## src/ext_periph_pkg.sv

```systemverilog
/*
 * external peripheral subsystem shared definitions
 * bus widths, address map, register offsets and interrupt indices
 */
package ext_periph_pkg;

  // register bus widths
  localparam int unsigned ADDR_W = 32;
  localparam int unsigned DATA_W = 32;

  // address map
  // upper half of the address is common to every peripheral
  localparam logic [15:0] PERIPH_BASE = 16'h2000;
  localparam int unsigned NUM_PERIPH = 2;
  localparam int unsigned PERIPH_IDX_W = 4;
  localparam int unsigned GPIO_CNT_IDX = 0;
  localparam int unsigned IFFIFO_IDX = 1;
  localparam int unsigned OFFSET_W = 10;

  // gpio counter registers, word offsets
  localparam logic [OFFSET_W-1:0] GPIO_CTRL_OFS = OFFSET_W'(0);
  localparam logic [OFFSET_W-1:0] GPIO_CNT_OFS = OFFSET_W'(1);
  // bit 0 sticky wrap flag, write 1 to clear
  localparam logic [OFFSET_W-1:0] GPIO_STATUS_OFS = OFFSET_W'(2);

  // fifo registers, word offsets
  localparam logic [OFFSET_W-1:0] FIFO_DATA_IN_OFS = OFFSET_W'(0);
  localparam logic [OFFSET_W-1:0] FIFO_DATA_OUT_OFS = OFFSET_W'(1);
  // bit 0 empty, bit 1 full, bits 15:8 fill count
  localparam logic [OFFSET_W-1:0] FIFO_STATUS_OFS = OFFSET_W'(2);
  localparam logic [OFFSET_W-1:0] FIFO_WMARK_OFS = OFFSET_W'(3);

  // interrupt vector layout
  localparam int unsigned NUM_INTR = 2;
  localparam int unsigned INTR_GPIO_CNT = 0;
  localparam int unsigned INTR_IFFIFO = 1;

  // bus address seen either as a raw word or as its decode fields
  typedef union packed {
    logic [ADDR_W-1:0] raw;
    struct packed {
      logic [15:0]             base;
      logic [PERIPH_IDX_W-1:0] idx;
      logic [OFFSET_W-1:0]     offset;
      logic [1:0]              byte_ofs;
    } fields;
  } periph_addr_u;

endpackage

```

## src/ext_periph_subsystem.sv

```systemverilog
/*
 * external peripheral subsystem
 * register bus slave with address decode, gpio counter and interfaced fifo
 */
`timescale 1ns/100ps

module ext_periph_subsystem #(
  parameter int unsigned GPIO_CNT_MAX = 2048,
  parameter int unsigned FIFO_DEPTH   = 8
) (
  input  logic                                clk_i,
  input  logic                                rst_n_i,
  input  logic                                reg_valid_i,
  input  logic                                reg_write_i,
  input  logic [ext_periph_pkg::ADDR_W-1:0]   reg_addr_i,
  input  logic [ext_periph_pkg::DATA_W-1:0]   reg_wdata_i,
  output logic [ext_periph_pkg::DATA_W-1:0]   reg_rdata_o,
  output logic                                reg_error_o,
  output logic                                reg_ready_o,
  input  logic                                gpio_i,
  output logic                                gpio_o,
  output logic [ext_periph_pkg::NUM_INTR-1:0] intr_o,
  output logic                                dma_slot_tx_o,
  output logic                                dma_slot_rx_o
);

  logic [ext_periph_pkg::NUM_PERIPH-1:0] sel;
  logic [ext_periph_pkg::OFFSET_W-1:0]   offset;
  logic                                  dec_error;
  logic [ext_periph_pkg::DATA_W-1:0]     gpio_rdata;
  logic [ext_periph_pkg::DATA_W-1:0]     fifo_rdata;
  logic                                  gpio_intr;
  logic                                  fifo_intr;

  periph_addr_decode periph_addr_decode_i (
    .reg_addr_i (reg_addr_i),
    .sel_o      (sel),
    .offset_o   (offset),
    .dec_error_o(dec_error)
  );

  gpio_cnt_periph #(
    .GPIO_CNT_MAX(GPIO_CNT_MAX)
  ) gpio_cnt_periph_i (
    .clk_i       (clk_i),
    .rst_n_i     (rst_n_i),
    .reg_valid_i (reg_valid_i),
    .reg_sel_i   (sel[ext_periph_pkg::GPIO_CNT_IDX]),
    .reg_write_i (reg_write_i),
    .reg_offset_i(offset),
    .reg_wdata_i (reg_wdata_i),
    .reg_rdata_o (gpio_rdata),
    .gpio_i      (gpio_i),
    .gpio_o      (gpio_o),
    .intr_o      (gpio_intr)
  );

  // tx slot is fifo not full, rx slot is fifo not empty
  iffifo_periph #(
    .FIFO_DEPTH(FIFO_DEPTH)
  ) iffifo_periph_i (
    .clk_i       (clk_i),
    .rst_n_i     (rst_n_i),
    .reg_valid_i (reg_valid_i),
    .reg_sel_i   (sel[ext_periph_pkg::IFFIFO_IDX]),
    .reg_write_i (reg_write_i),
    .reg_offset_i(offset),
    .reg_wdata_i (reg_wdata_i),
    .reg_rdata_o (fifo_rdata),
    .in_ready_o  (dma_slot_tx_o),
    .out_valid_o (dma_slot_rx_o),
    .intr_o      (fifo_intr)
  );

  periph_resp_collect periph_resp_collect_i (
    .reg_valid_i (reg_valid_i),
    .sel_i       (sel),
    .dec_error_i (dec_error),
    .gpio_rdata_i(gpio_rdata),
    .fifo_rdata_i(fifo_rdata),
    .gpio_intr_i (gpio_intr),
    .fifo_intr_i (fifo_intr),
    .reg_rdata_o (reg_rdata_o),
    .reg_error_o (reg_error_o),
    .reg_ready_o (reg_ready_o),
    .intr_o      (intr_o)
  );

endmodule

```

## src/gpio_cnt_periph.sv

```systemverilog
/*
 * gpio rising-edge counter peripheral
 * toggles gpio_o and sets a sticky interrupt each time the count wraps
 */
`timescale 1ns/100ps

module gpio_cnt_periph #(
  parameter int unsigned GPIO_CNT_MAX = 2048
) (
  input  logic                                clk_i,
  input  logic                                rst_n_i,
  input  logic                                reg_valid_i,
  input  logic                                reg_sel_i,
  input  logic                                reg_write_i,
  input  logic [ext_periph_pkg::OFFSET_W-1:0] reg_offset_i,
  input  logic [ext_periph_pkg::DATA_W-1:0]   reg_wdata_i,
  output logic [ext_periph_pkg::DATA_W-1:0]   reg_rdata_o,
  input  logic                                gpio_i,
  output logic                                gpio_o,
  output logic                                intr_o
);

  // count runs 0 .. GPIO_CNT_MAX-1
  localparam int unsigned CNT_W = $clog2(GPIO_CNT_MAX);

  logic             gpio_s_q;
  logic             gpio_d_q;
  logic             rise;
  logic             en_q;
  logic [CNT_W-1:0] cnt_q;
  logic             wrap_q;
  logic             gpio_out_q;
  logic             wr_access;
  logic             at_max;

  assign wr_access = reg_valid_i && reg_sel_i && reg_write_i;
  assign rise = gpio_s_q && !gpio_d_q;
  assign at_max = (cnt_q == CNT_W'(GPIO_CNT_MAX - 1));

  always_ff @(posedge clk_i) begin
    if (!rst_n_i) begin
      gpio_s_q   <= 1'b0;
      gpio_d_q   <= 1'b0;
      en_q       <= 1'b0;
      cnt_q      <= '0;
      wrap_q     <= 1'b0;
      gpio_out_q <= 1'b0;
    end else begin
      // sample and delay for edge detection
      gpio_s_q <= gpio_i;
      gpio_d_q <= gpio_s_q;

      if (wr_access && (reg_offset_i == ext_periph_pkg::GPIO_CTRL_OFS)) begin
        en_q <= reg_wdata_i[0];
      end

      if (wr_access && (reg_offset_i == ext_periph_pkg::GPIO_STATUS_OFS) && reg_wdata_i[0]) begin
        wrap_q <= 1'b0;
      end

      if (en_q && rise) begin
        if (at_max) begin
          cnt_q      <= '0;
          gpio_out_q <= !gpio_out_q;
          // a wrap in the same cycle as a clear wins
          wrap_q     <= 1'b1;
        end else begin
          cnt_q <= cnt_q + 1'b1;
        end
      end
    end
  end

  always_comb begin
    reg_rdata_o = '0;
    case (reg_offset_i)
      ext_periph_pkg::GPIO_CTRL_OFS:   reg_rdata_o[0] = en_q;
      ext_periph_pkg::GPIO_CNT_OFS:    reg_rdata_o[CNT_W-1:0] = cnt_q;
      ext_periph_pkg::GPIO_STATUS_OFS: reg_rdata_o[0] = wrap_q;
      default:                         reg_rdata_o = '0;
    endcase
  end

  assign gpio_o = gpio_out_q;
  assign intr_o = wrap_q;

endmodule

```

## src/iffifo_periph.sv

```systemverilog
/*
 * register-accessed fifo peripheral
 * push and pop registers, watermark interrupt and dma slot levels
 */
`timescale 1ns/100ps

module iffifo_periph #(
  parameter int unsigned FIFO_DEPTH = 8
) (
  input  logic                                clk_i,
  input  logic                                rst_n_i,
  input  logic                                reg_valid_i,
  input  logic                                reg_sel_i,
  input  logic                                reg_write_i,
  input  logic [ext_periph_pkg::OFFSET_W-1:0] reg_offset_i,
  input  logic [ext_periph_pkg::DATA_W-1:0]   reg_wdata_i,
  output logic [ext_periph_pkg::DATA_W-1:0]   reg_rdata_o,
  output logic                                in_ready_o,
  output logic                                out_valid_o,
  output logic                                intr_o
);

  // depth is a power of two, so pointers wrap on their own
  localparam int unsigned PTR_W = $clog2(FIFO_DEPTH);
  localparam int unsigned CNT_W = PTR_W + 1;

  logic [ext_periph_pkg::DATA_W-1:0] mem_q [FIFO_DEPTH];
  logic [PTR_W-1:0]                  wr_ptr_q;
  logic [PTR_W-1:0]                  rd_ptr_q;
  logic [CNT_W-1:0]                  cnt_q;
  logic [7:0]                        cnt_ext;
  logic [7:0]                        wmark_q;
  logic                              access;
  logic                              empty;
  logic                              full;
  logic                              push;
  logic                              pop;

  assign access = reg_valid_i && reg_sel_i;
  assign empty = (cnt_q == '0);
  assign full = (cnt_q == CNT_W'(FIFO_DEPTH));
  assign cnt_ext = 8'(cnt_q);

  // push when full and pop when empty are dropped
  assign push = access && reg_write_i &&
                (reg_offset_i == ext_periph_pkg::FIFO_DATA_IN_OFS) && !full;
  assign pop = access && !reg_write_i &&
               (reg_offset_i == ext_periph_pkg::FIFO_DATA_OUT_OFS) && !empty;

  always_ff @(posedge clk_i) begin
    if (!rst_n_i) begin
      wr_ptr_q <= '0;
      rd_ptr_q <= '0;
      cnt_q    <= '0;
      wmark_q  <= '0;
    end else begin
      if (push) begin
        wr_ptr_q <= wr_ptr_q + 1'b1;
        cnt_q    <= cnt_q + 1'b1;
      end else if (pop) begin
        rd_ptr_q <= rd_ptr_q + 1'b1;
        cnt_q    <= cnt_q - 1'b1;
      end

      if (access && reg_write_i && (reg_offset_i == ext_periph_pkg::FIFO_WMARK_OFS)) begin
        wmark_q <= reg_wdata_i[7:0];
      end
    end
  end

  // storage
  always_ff @(posedge clk_i) begin
    if (push) begin
      mem_q[wr_ptr_q] <= reg_wdata_i;
    end
  end

  always_comb begin
    reg_rdata_o = '0;
    case (reg_offset_i)
      ext_periph_pkg::FIFO_DATA_OUT_OFS: begin
        if (!empty) begin
          reg_rdata_o = mem_q[rd_ptr_q];
        end
      end
      ext_periph_pkg::FIFO_STATUS_OFS: begin
        reg_rdata_o[0]    = empty;
        reg_rdata_o[1]    = full;
        reg_rdata_o[15:8] = cnt_ext;
      end
      ext_periph_pkg::FIFO_WMARK_OFS: reg_rdata_o[7:0] = wmark_q;
      default:                        reg_rdata_o = '0;
    endcase
  end

  // a zero watermark disables the interrupt
  assign intr_o = (wmark_q != '0) && (cnt_ext >= wmark_q);

  // dma slot levels
  assign in_ready_o = !full;
  assign out_valid_o = !empty;

endmodule

```

## src/periph_addr_decode.sv

```systemverilog
/*
 * peripheral address decoder
 * one-hot peripheral select, register word offset and decode error
 */
`timescale 1ns/100ps

module periph_addr_decode (
  input  logic [ext_periph_pkg::ADDR_W-1:0]     reg_addr_i,
  output logic [ext_periph_pkg::NUM_PERIPH-1:0] sel_o,
  output logic [ext_periph_pkg::OFFSET_W-1:0]   offset_o,
  output logic                                  dec_error_o
);

  ext_periph_pkg::periph_addr_u addr_u;
  logic base_hit;
  logic idx_in_range;

  // raw view in, field view out
  assign addr_u.raw = reg_addr_i;

  assign base_hit = (addr_u.fields.base == ext_periph_pkg::PERIPH_BASE);
  assign idx_in_range = (addr_u.fields.idx < ext_periph_pkg::NUM_PERIPH);

  assign dec_error_o = !base_hit || !idx_in_range;

  // byte offset is dropped, registers are word aligned
  assign offset_o = addr_u.fields.offset;

  // nothing selected on a decode error
  always_comb begin
    sel_o = '0;
    for (int i = 0; i < ext_periph_pkg::NUM_PERIPH; i++) begin
      if (!dec_error_o && (addr_u.fields.idx == i)) begin
        sel_o[i] = 1'b1;
      end
    end
  end

endmodule

```

## src/periph_resp_collect.sv

```systemverilog
/*
 * response collector
 * read data and error back to the bus, interrupt vector assembly
 */
`timescale 1ns/100ps

module periph_resp_collect (
  input  logic                                  reg_valid_i,
  input  logic [ext_periph_pkg::NUM_PERIPH-1:0] sel_i,
  input  logic                                  dec_error_i,
  input  logic [ext_periph_pkg::DATA_W-1:0]     gpio_rdata_i,
  input  logic [ext_periph_pkg::DATA_W-1:0]     fifo_rdata_i,
  input  logic                                  gpio_intr_i,
  input  logic                                  fifo_intr_i,
  output logic [ext_periph_pkg::DATA_W-1:0]     reg_rdata_o,
  output logic                                  reg_error_o,
  output logic                                  reg_ready_o,
  output logic [ext_periph_pkg::NUM_INTR-1:0]   intr_o
);

  always_comb begin
    reg_rdata_o = '0;
    if (!dec_error_i) begin
      if (sel_i[ext_periph_pkg::GPIO_CNT_IDX]) begin
        reg_rdata_o = gpio_rdata_i;
      end
      if (sel_i[ext_periph_pkg::IFFIFO_IDX]) begin
        reg_rdata_o = fifo_rdata_i;
      end
    end
  end

  assign reg_error_o = reg_valid_i && dec_error_i;

  // no back-pressure
  assign reg_ready_o = reg_valid_i;

  always_comb begin
    intr_o = '0;
    intr_o[ext_periph_pkg::INTR_GPIO_CNT] = gpio_intr_i;
    intr_o[ext_periph_pkg::INTR_IFFIFO]   = fifo_intr_i;
  end

endmodule

```

## config.mk

```make
export PLATFORM = sky130hd
export DESIGN_NAME = ext_periph_subsystem
export DESIGN_NICKNAME = d
export VERILOG_FILES = /design/src/ext_periph_pkg.sv /design/src/ext_periph_subsystem.sv /design/src/gpio_cnt_periph.sv /design/src/iffifo_periph.sv /design/src/periph_addr_decode.sv /design/src/periph_resp_collect.sv
export SDC_FILE = /design/constraint.sdc
export NUM_CORES = 1
export LEC_CHECK = 0
export BUFFER_PORTS_ARGS = -buffer_cell sky130_fd_sc_hd__buf_4
export CORE_ASPECT_RATIO = 0.6
export CORE_MARGIN = 2
export CORE_UTILIZATION = 38
export CTS_BUF_LIST = sky130_fd_sc_hd__clkbuf_4
export CTS_CLUSTER_DIAMETER = 100
export DETAILED_ROUTE_END_ITERATION = 12
export PLACE_DENSITY = 0.62
export SETUP_SLACK_MARGIN = 0.15
export SKIP_CTS_REPAIR_TIMING = 1
export SLEW_MARGIN = 15
export SYNTH_ARGS = -nofsm -noshare
export SYNTH_HDL_FRONTEND = slang
export SYNTH_SLANG_ARGS = --single-unit
```

## constraint.sdc

```tcl
create_clock -name clk_i -period 4.9 [get_ports clk_i]
set_input_delay 0.98 -clock clk_i [delete_from_list [all_inputs] [get_ports clk_i]]
set_output_delay 0.98 -clock clk_i [all_outputs]
set_load 0.02 [all_outputs]
```

# [Word-level counts from Yosys, hierarchy flattened]
# Memories as Yosys holds them, arrays and structs flattened. A register that Yosys moved wholly into a read port is not among the register bits.
# Cells that the tools add are included.
[totals] register_bits=34 ram_bits=256 input_bits=69 wordCells=83 memories=1
[classes] addsub=5 n_lt_le_gt_ge=2 eq_ne=7 n_mux=22 n_bitwise=1 n_reduce_logical=35
[memory_table] name="iffifo_periph_i.mem_q" depth=8 word_bits=32 rd=1 rd_clocked_by_memory_dff=1 wr=1 line_no="iffifo_periph.sv:27" rtl="logic [ext_periph_pkg::DATA_W-1:0] mem_q [FIFO_DEPTH];"
[op_table] cell="32-bit 2-to-1 mux" n=3
[op_table] cell="11-bit 2-to-1 mux" n=2
[op_table] cell="10-bit by 2-bit equality test with 1-bit output (second input constant)" n=2
[op_table] cell="1-bit logical AND" n=19
[op_table] cell="16-bit by 14-bit equality test with 1-bit output (second input constant)" n=1
[op_table] cell="16-bit 2-to-1 mux" n=1
[op_table] cell="8-bit case mux with 2 select lines" n=1
[op_table] cell="6-bit case mux with 2 select lines" n=1
[op_table] cell="11-bit by 1-bit adder with 11-bit output (second input constant)" n=1
[op_table] cell="11-bit equality test (second input constant)" n=1
[op_table] cell="10-bit by 1-bit equality test with 1-bit output (second input constant)" n=1
[op_table] cell="10-bit logical NOT" n=1
[op_table] cell="10-bit 2-to-1 mux" n=1
[op_table] cell="4-bit by 8-bit greater-or-equal comparator with 1-bit output" n=1
[op_table] cell="1-bit logical NOT" n=8
[op_table] cell="4-bit logical NOT" n=2
[op_table] cell="4-bit 2-to-1 mux" n=2
[op_table] cell="8-bit nonzero test" n=1
[op_table] cell="1-bit 2-to-1 mux" n=7
[op_table] cell="3-bit by 1-bit adder with 3-bit output (second input constant)" n=2
[op_table] cell="3-bit 2-to-1 mux" n=2
[op_table] cell="2-bit case mux with 3 select lines" n=1
[op_table] cell="4-bit by 1-bit adder with 4-bit output (second input constant)" n=1
[op_table] cell="4-bit by 1-bit equality test with 1-bit output (second input constant)" n=1
[op_table] cell="other kinds (8)" n=9

# [Longest topological paths before layout]
# Gate-level depths: netlist (run 1).
[logic_depth] ltp_word=14 mapped_depth=10 mapped_depth_nobuf=9

# [Hierarchy]
# From an unflattened synthesis (run 1), not the netlist that was laid out.
[hier_totals] hier_cells=735 area_unflattened_um2=12518.3
[modules_own_cells] mod="iffifo_periph" instances=1 cells_per_inst=543 area_each_um2=10938.0 seq_area_each_um2=8107.8
[modules_own_cells] mod="gpio_cnt_periph" instances=1 cells_per_inst=118 area_each_um2=992.2 seq_area_each_um2=320.3
[modules_own_cells] mod="periph_resp_collect" instances=1 cells_per_inst=51 area_each_um2=434.2 seq_area_each_um2=0.0
[modules_own_cells] mod="periph_addr_decode" instances=1 cells_per_inst=23 area_each_um2=153.9 seq_area_each_um2=0.0

# [Least setup slack after synthesis (run 1)]
# No wires, ideal clock.
[synth_path] kind="input port to flip-flop" startpoint="in reg_addr_i[19] in the netlist's numbering" endpoint="mem iffifo_periph_i.mem_q[0][0] in the netlist's numbering, enable pin" setup_ns=0.461 t_arrival_ns=4.402 t_required_ns=4.439 path_slack_ns=0.036 stages=6 n_path_buf=1 path_cell_list="nor4_1 nand2_1 nor2_1 clkbuf_1 nand4b_1 nor3_1"
[synth_between] elab_chain_cells=12
[synth_rtl] element="start, declared" line_no="ext_periph_subsystem.sv:15" rtl="input logic [ext_periph_pkg::ADDR_W-1:0] reg_addr_i,"
[synth_rtl] element="16-bit by 14-bit equality test with 1-bit output" line_no="periph_addr_decode.sv:21" rtl="assign base_hit = (addr_u.fields.base == ext_periph_pkg::PERIPH_BASE);"
[synth_rtl] element="1-bit logical NOT" line_no="periph_addr_decode.sv:24" rtl="assign dec_error_o = !base_hit || !idx_in_range;"
[synth_rtl] element="1-bit logical OR" line_no="periph_addr_decode.sv:24"
[synth_rtl] element="1-bit logical NOT" line_no="periph_addr_decode.sv:33" rtl="if (!dec_error_o && (addr_u.fields.idx == i)) begin"
[synth_rtl] element="1-bit logical AND" line_no="periph_addr_decode.sv:33"
[synth_rtl] element="1-bit 2-to-1 mux" line_no="periph_addr_decode.sv:33"
[synth_rtl] element="1-bit logical AND" line_no="iffifo_periph.sv:39" rtl="assign access = reg_valid_i && reg_sel_i;"
[synth_rtl] element="1-bit logical AND (2 in series)" line_no="iffifo_periph.sv:45" rtl="assign push = access && reg_write_i &&"
[synth_rtl] element="1-bit logical AND" line_no="iffifo_periph.sv:46" rtl="(reg_offset_i == ext_periph_pkg::FIFO_DATA_IN_OFS) && !full;"
[synth_rtl] element="1-bit 2-to-1 mux" line_no="iffifo_periph.sv:73" rtl="if (push) begin"
[synth_rtl] element="1-bit 2-to-1 mux (implied by the code)" line_no="iffifo_periph.sv:74" rtl="mem_q[wr_ptr_q] <= reg_wdata_i;"
[synth_rtl] element="end, declared" line_no="iffifo_periph.sv:27"
# No other way between the ends.

# [Worst setup path after layout (run 1)]
[layout_path] startpoint="reg iffifo_periph_i.cnt_q[3]" endpoint="out reg_rdata_o[1] in the netlist's numbering"
[layout_between] elab_chain_cells=5 word_cells_on_any_way=6
[layout_rtl] element="start, declared" line_no="iffifo_periph.sv:30" rtl="logic [CNT_W-1:0] cnt_q;"
[layout_rtl] element="start signal, assigned" line_no="iffifo_periph.sv:59" rtl="cnt_q <= cnt_q + 1'b1;"
[layout_rtl] element="start signal, assigned" line_no="iffifo_periph.sv:62" rtl="cnt_q <= cnt_q - 1'b1;"
[layout_rtl] element="4-bit logical NOT" line_no="iffifo_periph.sv:40" rtl="assign empty = (cnt_q == '0);"
[layout_rtl] element="32-bit 2-to-1 mux" line_no="iffifo_periph.sv:82" rtl="if (!empty) begin"
[layout_rtl] element="2-bit case mux with 3 select lines *" line_no="iffifo_periph.sv:80" rtl="case (reg_offset_i)"
[layout_rtl] element="32-bit 2-to-1 mux *" line_no="periph_resp_collect.sv:27" rtl="if (sel_i[ext_periph_pkg::IFFIFO_IDX]) begin"
[layout_rtl] element="32-bit 2-to-1 mux *" line_no="periph_resp_collect.sv:23" rtl="if (!dec_error_i) begin"
[layout_rtl] element="end, declared" line_no="ext_periph_subsystem.sv:17" rtl="output logic [ext_periph_pkg::DATA_W-1:0] reg_rdata_o,"
# Mark *: on every way between the ends. The rest lies on a longest branch, timed or not.

==> impl_results.md, run 1 <==
- Outcome: complete, no violations
- Fmax: 240 MHz
- Met3 WL: 2090 um
- Max cap viols: 0
- Synthesized area: 11900 sq um
- Initial antenna violation count: 0
- First-pass GRT wire length: 40200 um
- Hold Path Sink: gpio_cnt_periph_i.gpio_s_q
- Clock transition at path regs: 0.07 ns
- Reg2reg setup slack: 1.56 ns
- Hold_sp: gpio_i
- Worst Setup Start Kind: flop
- Most frequently used cell type in the post-synthesis netlist: edfxtp_1
- CP Class: flop to primary output
- Yosys top cell by area: edfxtp_1
- Worst R2R Start: iffifo_periph_i.cnt_q[3]
- EDFF count, synth: 256
- Setup TNS: 0 ns
- All-Layer GR Usage: 16.7%
- Synth area leaders: edfxtp_1 65%, mux4_2 12%, dfxtp_1 6.2%
- CORE AREA: 31000 sq um
- Syn. warnings: 0
- Routed wire length: 26300 um
- Sequential share of the synthesized area: 70.9%
- Die H: 141 um
- Congestion Overflow GR: 0
- Gpl congestion: 0.823
- Syn Area/Cell: 18.0 sq um
- Period Utilization, post-route: 85.0%
- Row count: 50
- VDD IR max: 0.168 mV
- Worst Path Arrival: 3.18 ns
- Die ar.: 32800 sq um
- Top Ports: 108
- Filler cells: 2704
- Register bit count reported by yosys: 293
- RR Endpoint: iffifo_periph_i.cnt_q[3]
- Max-slew violations: 0
- Commonest cells in the netlist: 256 x edfxtp_1, 64 x mux4_2, 47 x mux2i_1
- R2R cell count: 8
- Slew HR: 32.4%
- Min Tclk post-route: 4.16 ns
- Fin util: 45.8%
- Final net count: 899
- Root buf cell: clkbuf_4
- TritonCTS clock tree: built
- Final setup viols: 0
- Largest net degree at the start of global routing: 41
- Syn nets: 740
- Length of routed wiring on met1: 12700 um
- WHS Path Cells: 2
- Critical path peak fanout: 16
- Layout cells sized above 1: 36.2%
- Inserted Clock Buffers: 66
- Synth-to-layout area growth: 19.2%
- Register area: 8430 sq um
- Worst EP required: 3.92 ns
- Via count: 6477
- Crit end category: primary output
- Iteration-0 DRC Markers: 627
- Initial core utilization: 38.4%
- Routed Antenna Nets: 0
- Final Skew: 0.0576 ns
- Unrepaired setup endpoints after global routing: false
- Die width: 232 um
- Power Dens Cells: 335 nW/um^2
- Worst skew pair latency: 0.74 ns
- Hold Path Class: primary input to flop
- Share of the synthesized area in the top cell type: 64.6%
- Via density: 5.04
- Metal2 WL: 11100 um
- Remaining DRCs: 0
- Vias in the first global route: 6715
- Port Buf Inserts: 105
- Least-Margin Pin Slew: 1.01 ns
- Drt pass-1 iters: 5
- Static Leak: 4.61 nW
- Max clock buf depth: 3
- Synth Flop Type: edfxtp_1
- Htree depth: 3
- # clock sinks: 293
- Async S/R FF share, synth: 0%
- Synth unique cells: 52
- Final hold viol count: 0
- Max Used Layer: met4
- WL per Instance: 20.5 um
- Multi-input gate area: 3360 sq um
- Synth Instances: 661
- Hpwl dp: 15600 um
cell families (layout without fill, tap and decap cells):
| group | after synthesis | count (layout) | synth area share, % |
|---|---|---|---|
| mux | 114 | 114 | 16.4 |
| buf+inv | 41 | 247 | 1.41 |
| flops | 293 | 293 | 70.9 |
| fa+ha+maj | 10 | 10 | 1.12 |
| other cells | 0 | 1 | 0 |
| xor+xnor | 13 | 13 | 0.957 |
| simple gates | 163 | 163 | 7.57 |
| compound gates | 27 | 27 | 1.72 |
cell usage in the layout (no fill, tap or decap), types with 10 or more instances in the layout:
cell type	count
mux2i_1	47
mux4_2	64
nor2b_1	12
dfxtp_1	34
nor2_1	37
and2_1	10
clkinv_1	10
nand2_1	32
edfxtp_1	256
nor4_1	10
clkbuf_4	101
buf_4	119
nand4_1	10
worst max path at each step:
stage,start,to,cells past startpoint
floorplan,reg_addr_i[19],iffifo_periph_i.mem_q[6][0],6
global placement,reg_addr_i[9],reg_rdata_o[12],8
detailed placement,reg_addr_i[9],iffifo_periph_i.cnt_q[3],9
CTS,iffifo_periph_i.cnt_q[3],reg_rdata_o[1],6
global route,iffifo_periph_i.cnt_q[3],reg_rdata_o[1],6
finish,iffifo_periph_i.cnt_q[3],reg_rdata_o[1],6
routing by layer:
layer	vias to the layer above	track usage, %
met5	-	0
met4	0	5.20
met3	42	5.20
met2	219	23.1
met1	3211	24.9
li1	3005	-
registers in the layout (all words and copies together) (netlist names), named ones only:
name,flops
iffifo_periph_i.wmark_q,8
iffifo_periph_i.wr_ptr_q,3
gpio_cnt_periph_i.en_q,1
iffifo_periph_i.mem_q,256
iffifo_periph_i.rd_ptr_q,3
gpio_cnt_periph_i.gpio_d_q,1
gpio_cnt_periph_i.cnt_q,11
iffifo_periph_i.cnt_q,4
gpio_cnt_periph_i.intr_o,1
gpio_cnt_periph_i.gpio_o,1
gpio_cnt_periph_i.gpio_s_q,1
metrics by stage:
| step | hold WS (ns) | power (mW) | cells | cell area [sq um] | setup WS (ns) |
|---|---|---|---|---|---|
| 5_1_grt | 0.400 | 4.94 | 1283 | 14200 | 0.537 |
| 2_1_floorplan | 0.421 | 2.78 | 661 | 11900 | 0.886 |
| 6_report | 0.466 | 4.74 | 1284 | 14200 | 0.735 |
| 4_1_cts | 0.396 | 4.81 | 1283 | 14200 | 0.699 |
| 3_5_place_dp | 0.446 | 2.85 | 1168 | 13300 | 0.725 |
| 3_3_place_gp | 0.439 | 2.85 | 1168 | 13300 | 0.824 |
power by group:
group / internal, mW / switching [mW] / leakage [nW] / total (mW)
Combinational: 0.0422 / 0.0505 / 1.50 / 0.0927
Sequential: 2.71 / 0.000227 / 2.60 / 2.71
Clock: 0.992 / 0.952 / 0.507 / 1.94
Total: 3.74 / 1.00 / 4.61 / 4.74
area by class of cell:
class	instances	share of cell area, %
Timing Repair Buffer	123	6.87
Multi-Input combinational cell	327	23.7
Antenna cell	1	0.0177
Clock inverter	14	0.592
Inverter	9	0.238
Tap cell	416	3.67
Sequential cell	293	59.5
Clock buffer	101	5.35
critical path: stages, from the launching register on:
cell and delay, ns:
dfxtp_1 0.41, or4_1 0.68, and3_1 0.27, nand2_1 0.37
buf_4 0.40, o221ai_1 0.18, buf_4 0.18
Note: power is estimated with default switching activity, not from simulation.
==> run 2, diff against run 1 <==
PLACE_DENSITY = 0.6   (was 0.62)
clock period = 4 ns   (was 4.9 ns; I/O delays follow)
==> run 2 against run 1 <==
Effect of this change: sequential cell count did not move; highest routed layer is now met5; global-route usage fell by 0.12 points; die area did not move; first-iteration DRC count fell by 5.1%; non-clock buffer count rose by 7; final area rose by 1.9%.
==> impl_results.md, run 2 (synthesis results as in run 1) <==
- Row count: 50 (unchanged)
- Placed Cells: 1175 (+0.60%)
- Least-Margin Pin Slew: 0.837 ns (-0.177 ns)
- Worst Path Arrival: 2.81 ns (-0.37 ns)
- Crit end category: primary output
- Max-slew violations: 0 (unchanged)
- Layout cells sized above 1: 37.1% (+0.93 points)
- Static Leak: 4.73 nW (+2.7%)
- Die ar.: 32800 sq um (unchanged)
- Root buf cell: clkbuf_4
- Power Dens Cells: 422 nW/um^2 (+26%)
- Remaining DRCs: 0 (unchanged)
- Final Skew: 0.0271 ns (-0.0305 ns)
- Hpwl dp: 16000 um (+2.5%)
- Final Non-Filler Cells: 1301 (+1.3%)
- Min Tclk post-route: 3.61 ns
- Register with the most flip-flops: iffifo_periph_i.mem_q
- Hold_sp: gpio_i
- Dpl cell area: 13400 sq um (+0.86%)
- Worst Setup Start Kind: flop
- Routed Antenna Nets: 0 (unchanged)
- Die width: 232 um (unchanged)
- Worst EP required: 3.20 ns (-0.72 ns)
- Reg2reg setup slack: 1.13 ns (-0.43 ns)
- TritonCTS clock tree: built
- Outcome: complete, no violations
- Inserted Clock Buffers: 71 (+7.6%)
- Via density: 5.04 (about the same)
- Htree depth: 3 (unchanged)
- Unrepaired setup endpoints after global routing: false
- Vias in the first global route: 6825 (+1.6%)
- Slew HR: 43.8% (+11 points)
- Port Buf Inserts: 105 (unchanged)
- All-Layer GR Usage: 16.5% (-0.12 points)
- CP Class: flop to primary output
- Top Ports: 108 (unchanged)
- Worst R2R Start: iffifo_periph_i.cnt_q[1]
- Via count: 6563 (+1.3%)
- Worst hold slack: 0.333 ns (-0.133 ns)
- Most frequent cells in the layout: 256 x edfxtp_1, 120 x buf_4, 104 x clkbuf_4
- Critical path peak fanout: 29 (+13)
- Congestion Overflow GR: 0 (unchanged)
- Fin area: 14400 sq um (+1.9%)
- Fmax: 277 MHz
- Clock transition at path regs: 0.06 ns (about the same)
- Initial antenna violation count: 3 (+3)
- Max reg flops: 256 (unchanged)
- Synth-to-layout area growth: 21.4%
- Largest net degree at the start of global routing: 38 (-7.3%)
- CORE AREA: 31000 sq um (unchanged)
- # clock sinks: 293 (unchanged)
- WHS Path Cells: 2 (unchanged)
- Initial core utilization: 38.4% (unchanged)
- Gpl congestion: 0.780 (-5.1%)
- Period Utilization, post-route: 90.1%
- Max cap viols: 0 (unchanged)
- Final net count: 911 (+1.3%)
- Final hold viol count: 0 (unchanged)
- R2R cell count: 9 (+1)
- First-pass GRT wire length: 40400 um (+0.45%)
- Final setup viols: 0 (unchanged)
- VDD IR max: 0.212 mV (+26%)
- Routed wire length: 26200 um (-0.16%)
- Hold Path Sink: gpio_cnt_periph_i.gpio_s_q
- Setup TNS: 0 ns (unchanged)
- Most common cell after layout, fill and taps aside: edfxtp_1
- Die H: 141 um (unchanged)
- Drt pass-1 iters: 5 (unchanged)
- Max clock buf depth: 3 (unchanged)
- Largest regs: iffifo_periph_i.mem_q: 256 flops, gpio_cnt_periph_i.cnt_q: 11 flops, iffifo_periph_i.wmark_q: 8 flops
- Worst skew pair latency: 0.69 ns (-0.05 ns)
- Iteration-0 DRC Markers: 595 (-5.1%)
- Hold Path Class: primary input to flop
- RR Endpoint: iffifo_periph_i.cnt_q[3]
- WL per Instance: 20.2 um (-1.5%)
-- run 2: changes by cell type in the layout (fill, tap and decap cells not counted), sizes merged --
| cell | delta |
|---|---|
| buf | +7 |
| bufinv | +4 |
| clkbuf | +3 |
| clkinv | +3 |
| diode | +1 |
| inv | -1 |
-- run 2: worst max-delay path: stages, from the launching register on --
cell and delay [ns]:
dfxtp_1 0.39, or4_1 0.67, and3_1 0.28, nand2_1 0.10, buf_6 0.30, o21ai_0 0.20, buf_4 0.19
-- run 2: per-stage QoR --
step                      total power [mW]  setup slack [ns]  util [%]
after CTS                             6.19             0.240      46.6
after global routing                  6.36             0.205      46.6
after detailed placement              3.50             0.307      43.4
after floorplan                       3.41             0.166         -
final                                 6.09             0.394      46.6
after global placement                3.50             0.424      43.4
-- run 2: per-layer routing --
layer,global-route usage [%],wire length (um),part of all wire (%)
met1,24.2,12500,48
met3,4.87,1600,6.1
met5,0,13,0.050
met2,23.9,11800,45
met4,4.79,301,1.1
-- run 2: worst max-delay path by stage --
| stage | slack (ns) | to | startpoint |
|---|---|---|---|
| 2_1_floorplan | 0.17 | iffifo_periph_i.mem_q[6][0] | reg_addr_i[19] |
| 4_1_cts | 0.24 | reg_rdata_o[9] | iffifo_periph_i.cnt_q[3] |
| 3_3_place_gp | 0.42 | iffifo_periph_i.cnt_q[3] | reg_addr_i[17] |
| 5_1_grt | 0.21 | reg_rdata_o[2] | flop |
| 6_report | 0.39 | reg_rdata_o[6] | iffifo_periph_i.cnt_q[3] |
| 3_5_place_dp | 0.31 | iffifo_periph_i.cnt_q[3] | reg_addr_i[17] |
-- run 2: power breakdown --
part | switching, mW | internal, mW
clock | 1.14 | 1.52
combinational | 0.0632 | 0.0518
sequential | 0.000305 | 3.32
total | 1.21 | 4.88
-- run 2: area by class of cell --
cell class | instances | area, sq um
tap | 416 | 520
fill | 2636 | 16500
antenna | 2 | 5.00
inverter | 9 | 33.8
clock inverter | 20 | 209
clock buffer | 104 | 781
multi-input combinational | 327 | 3360
timing repair buffer | 130 | 1090
sequential | 293 | 8430
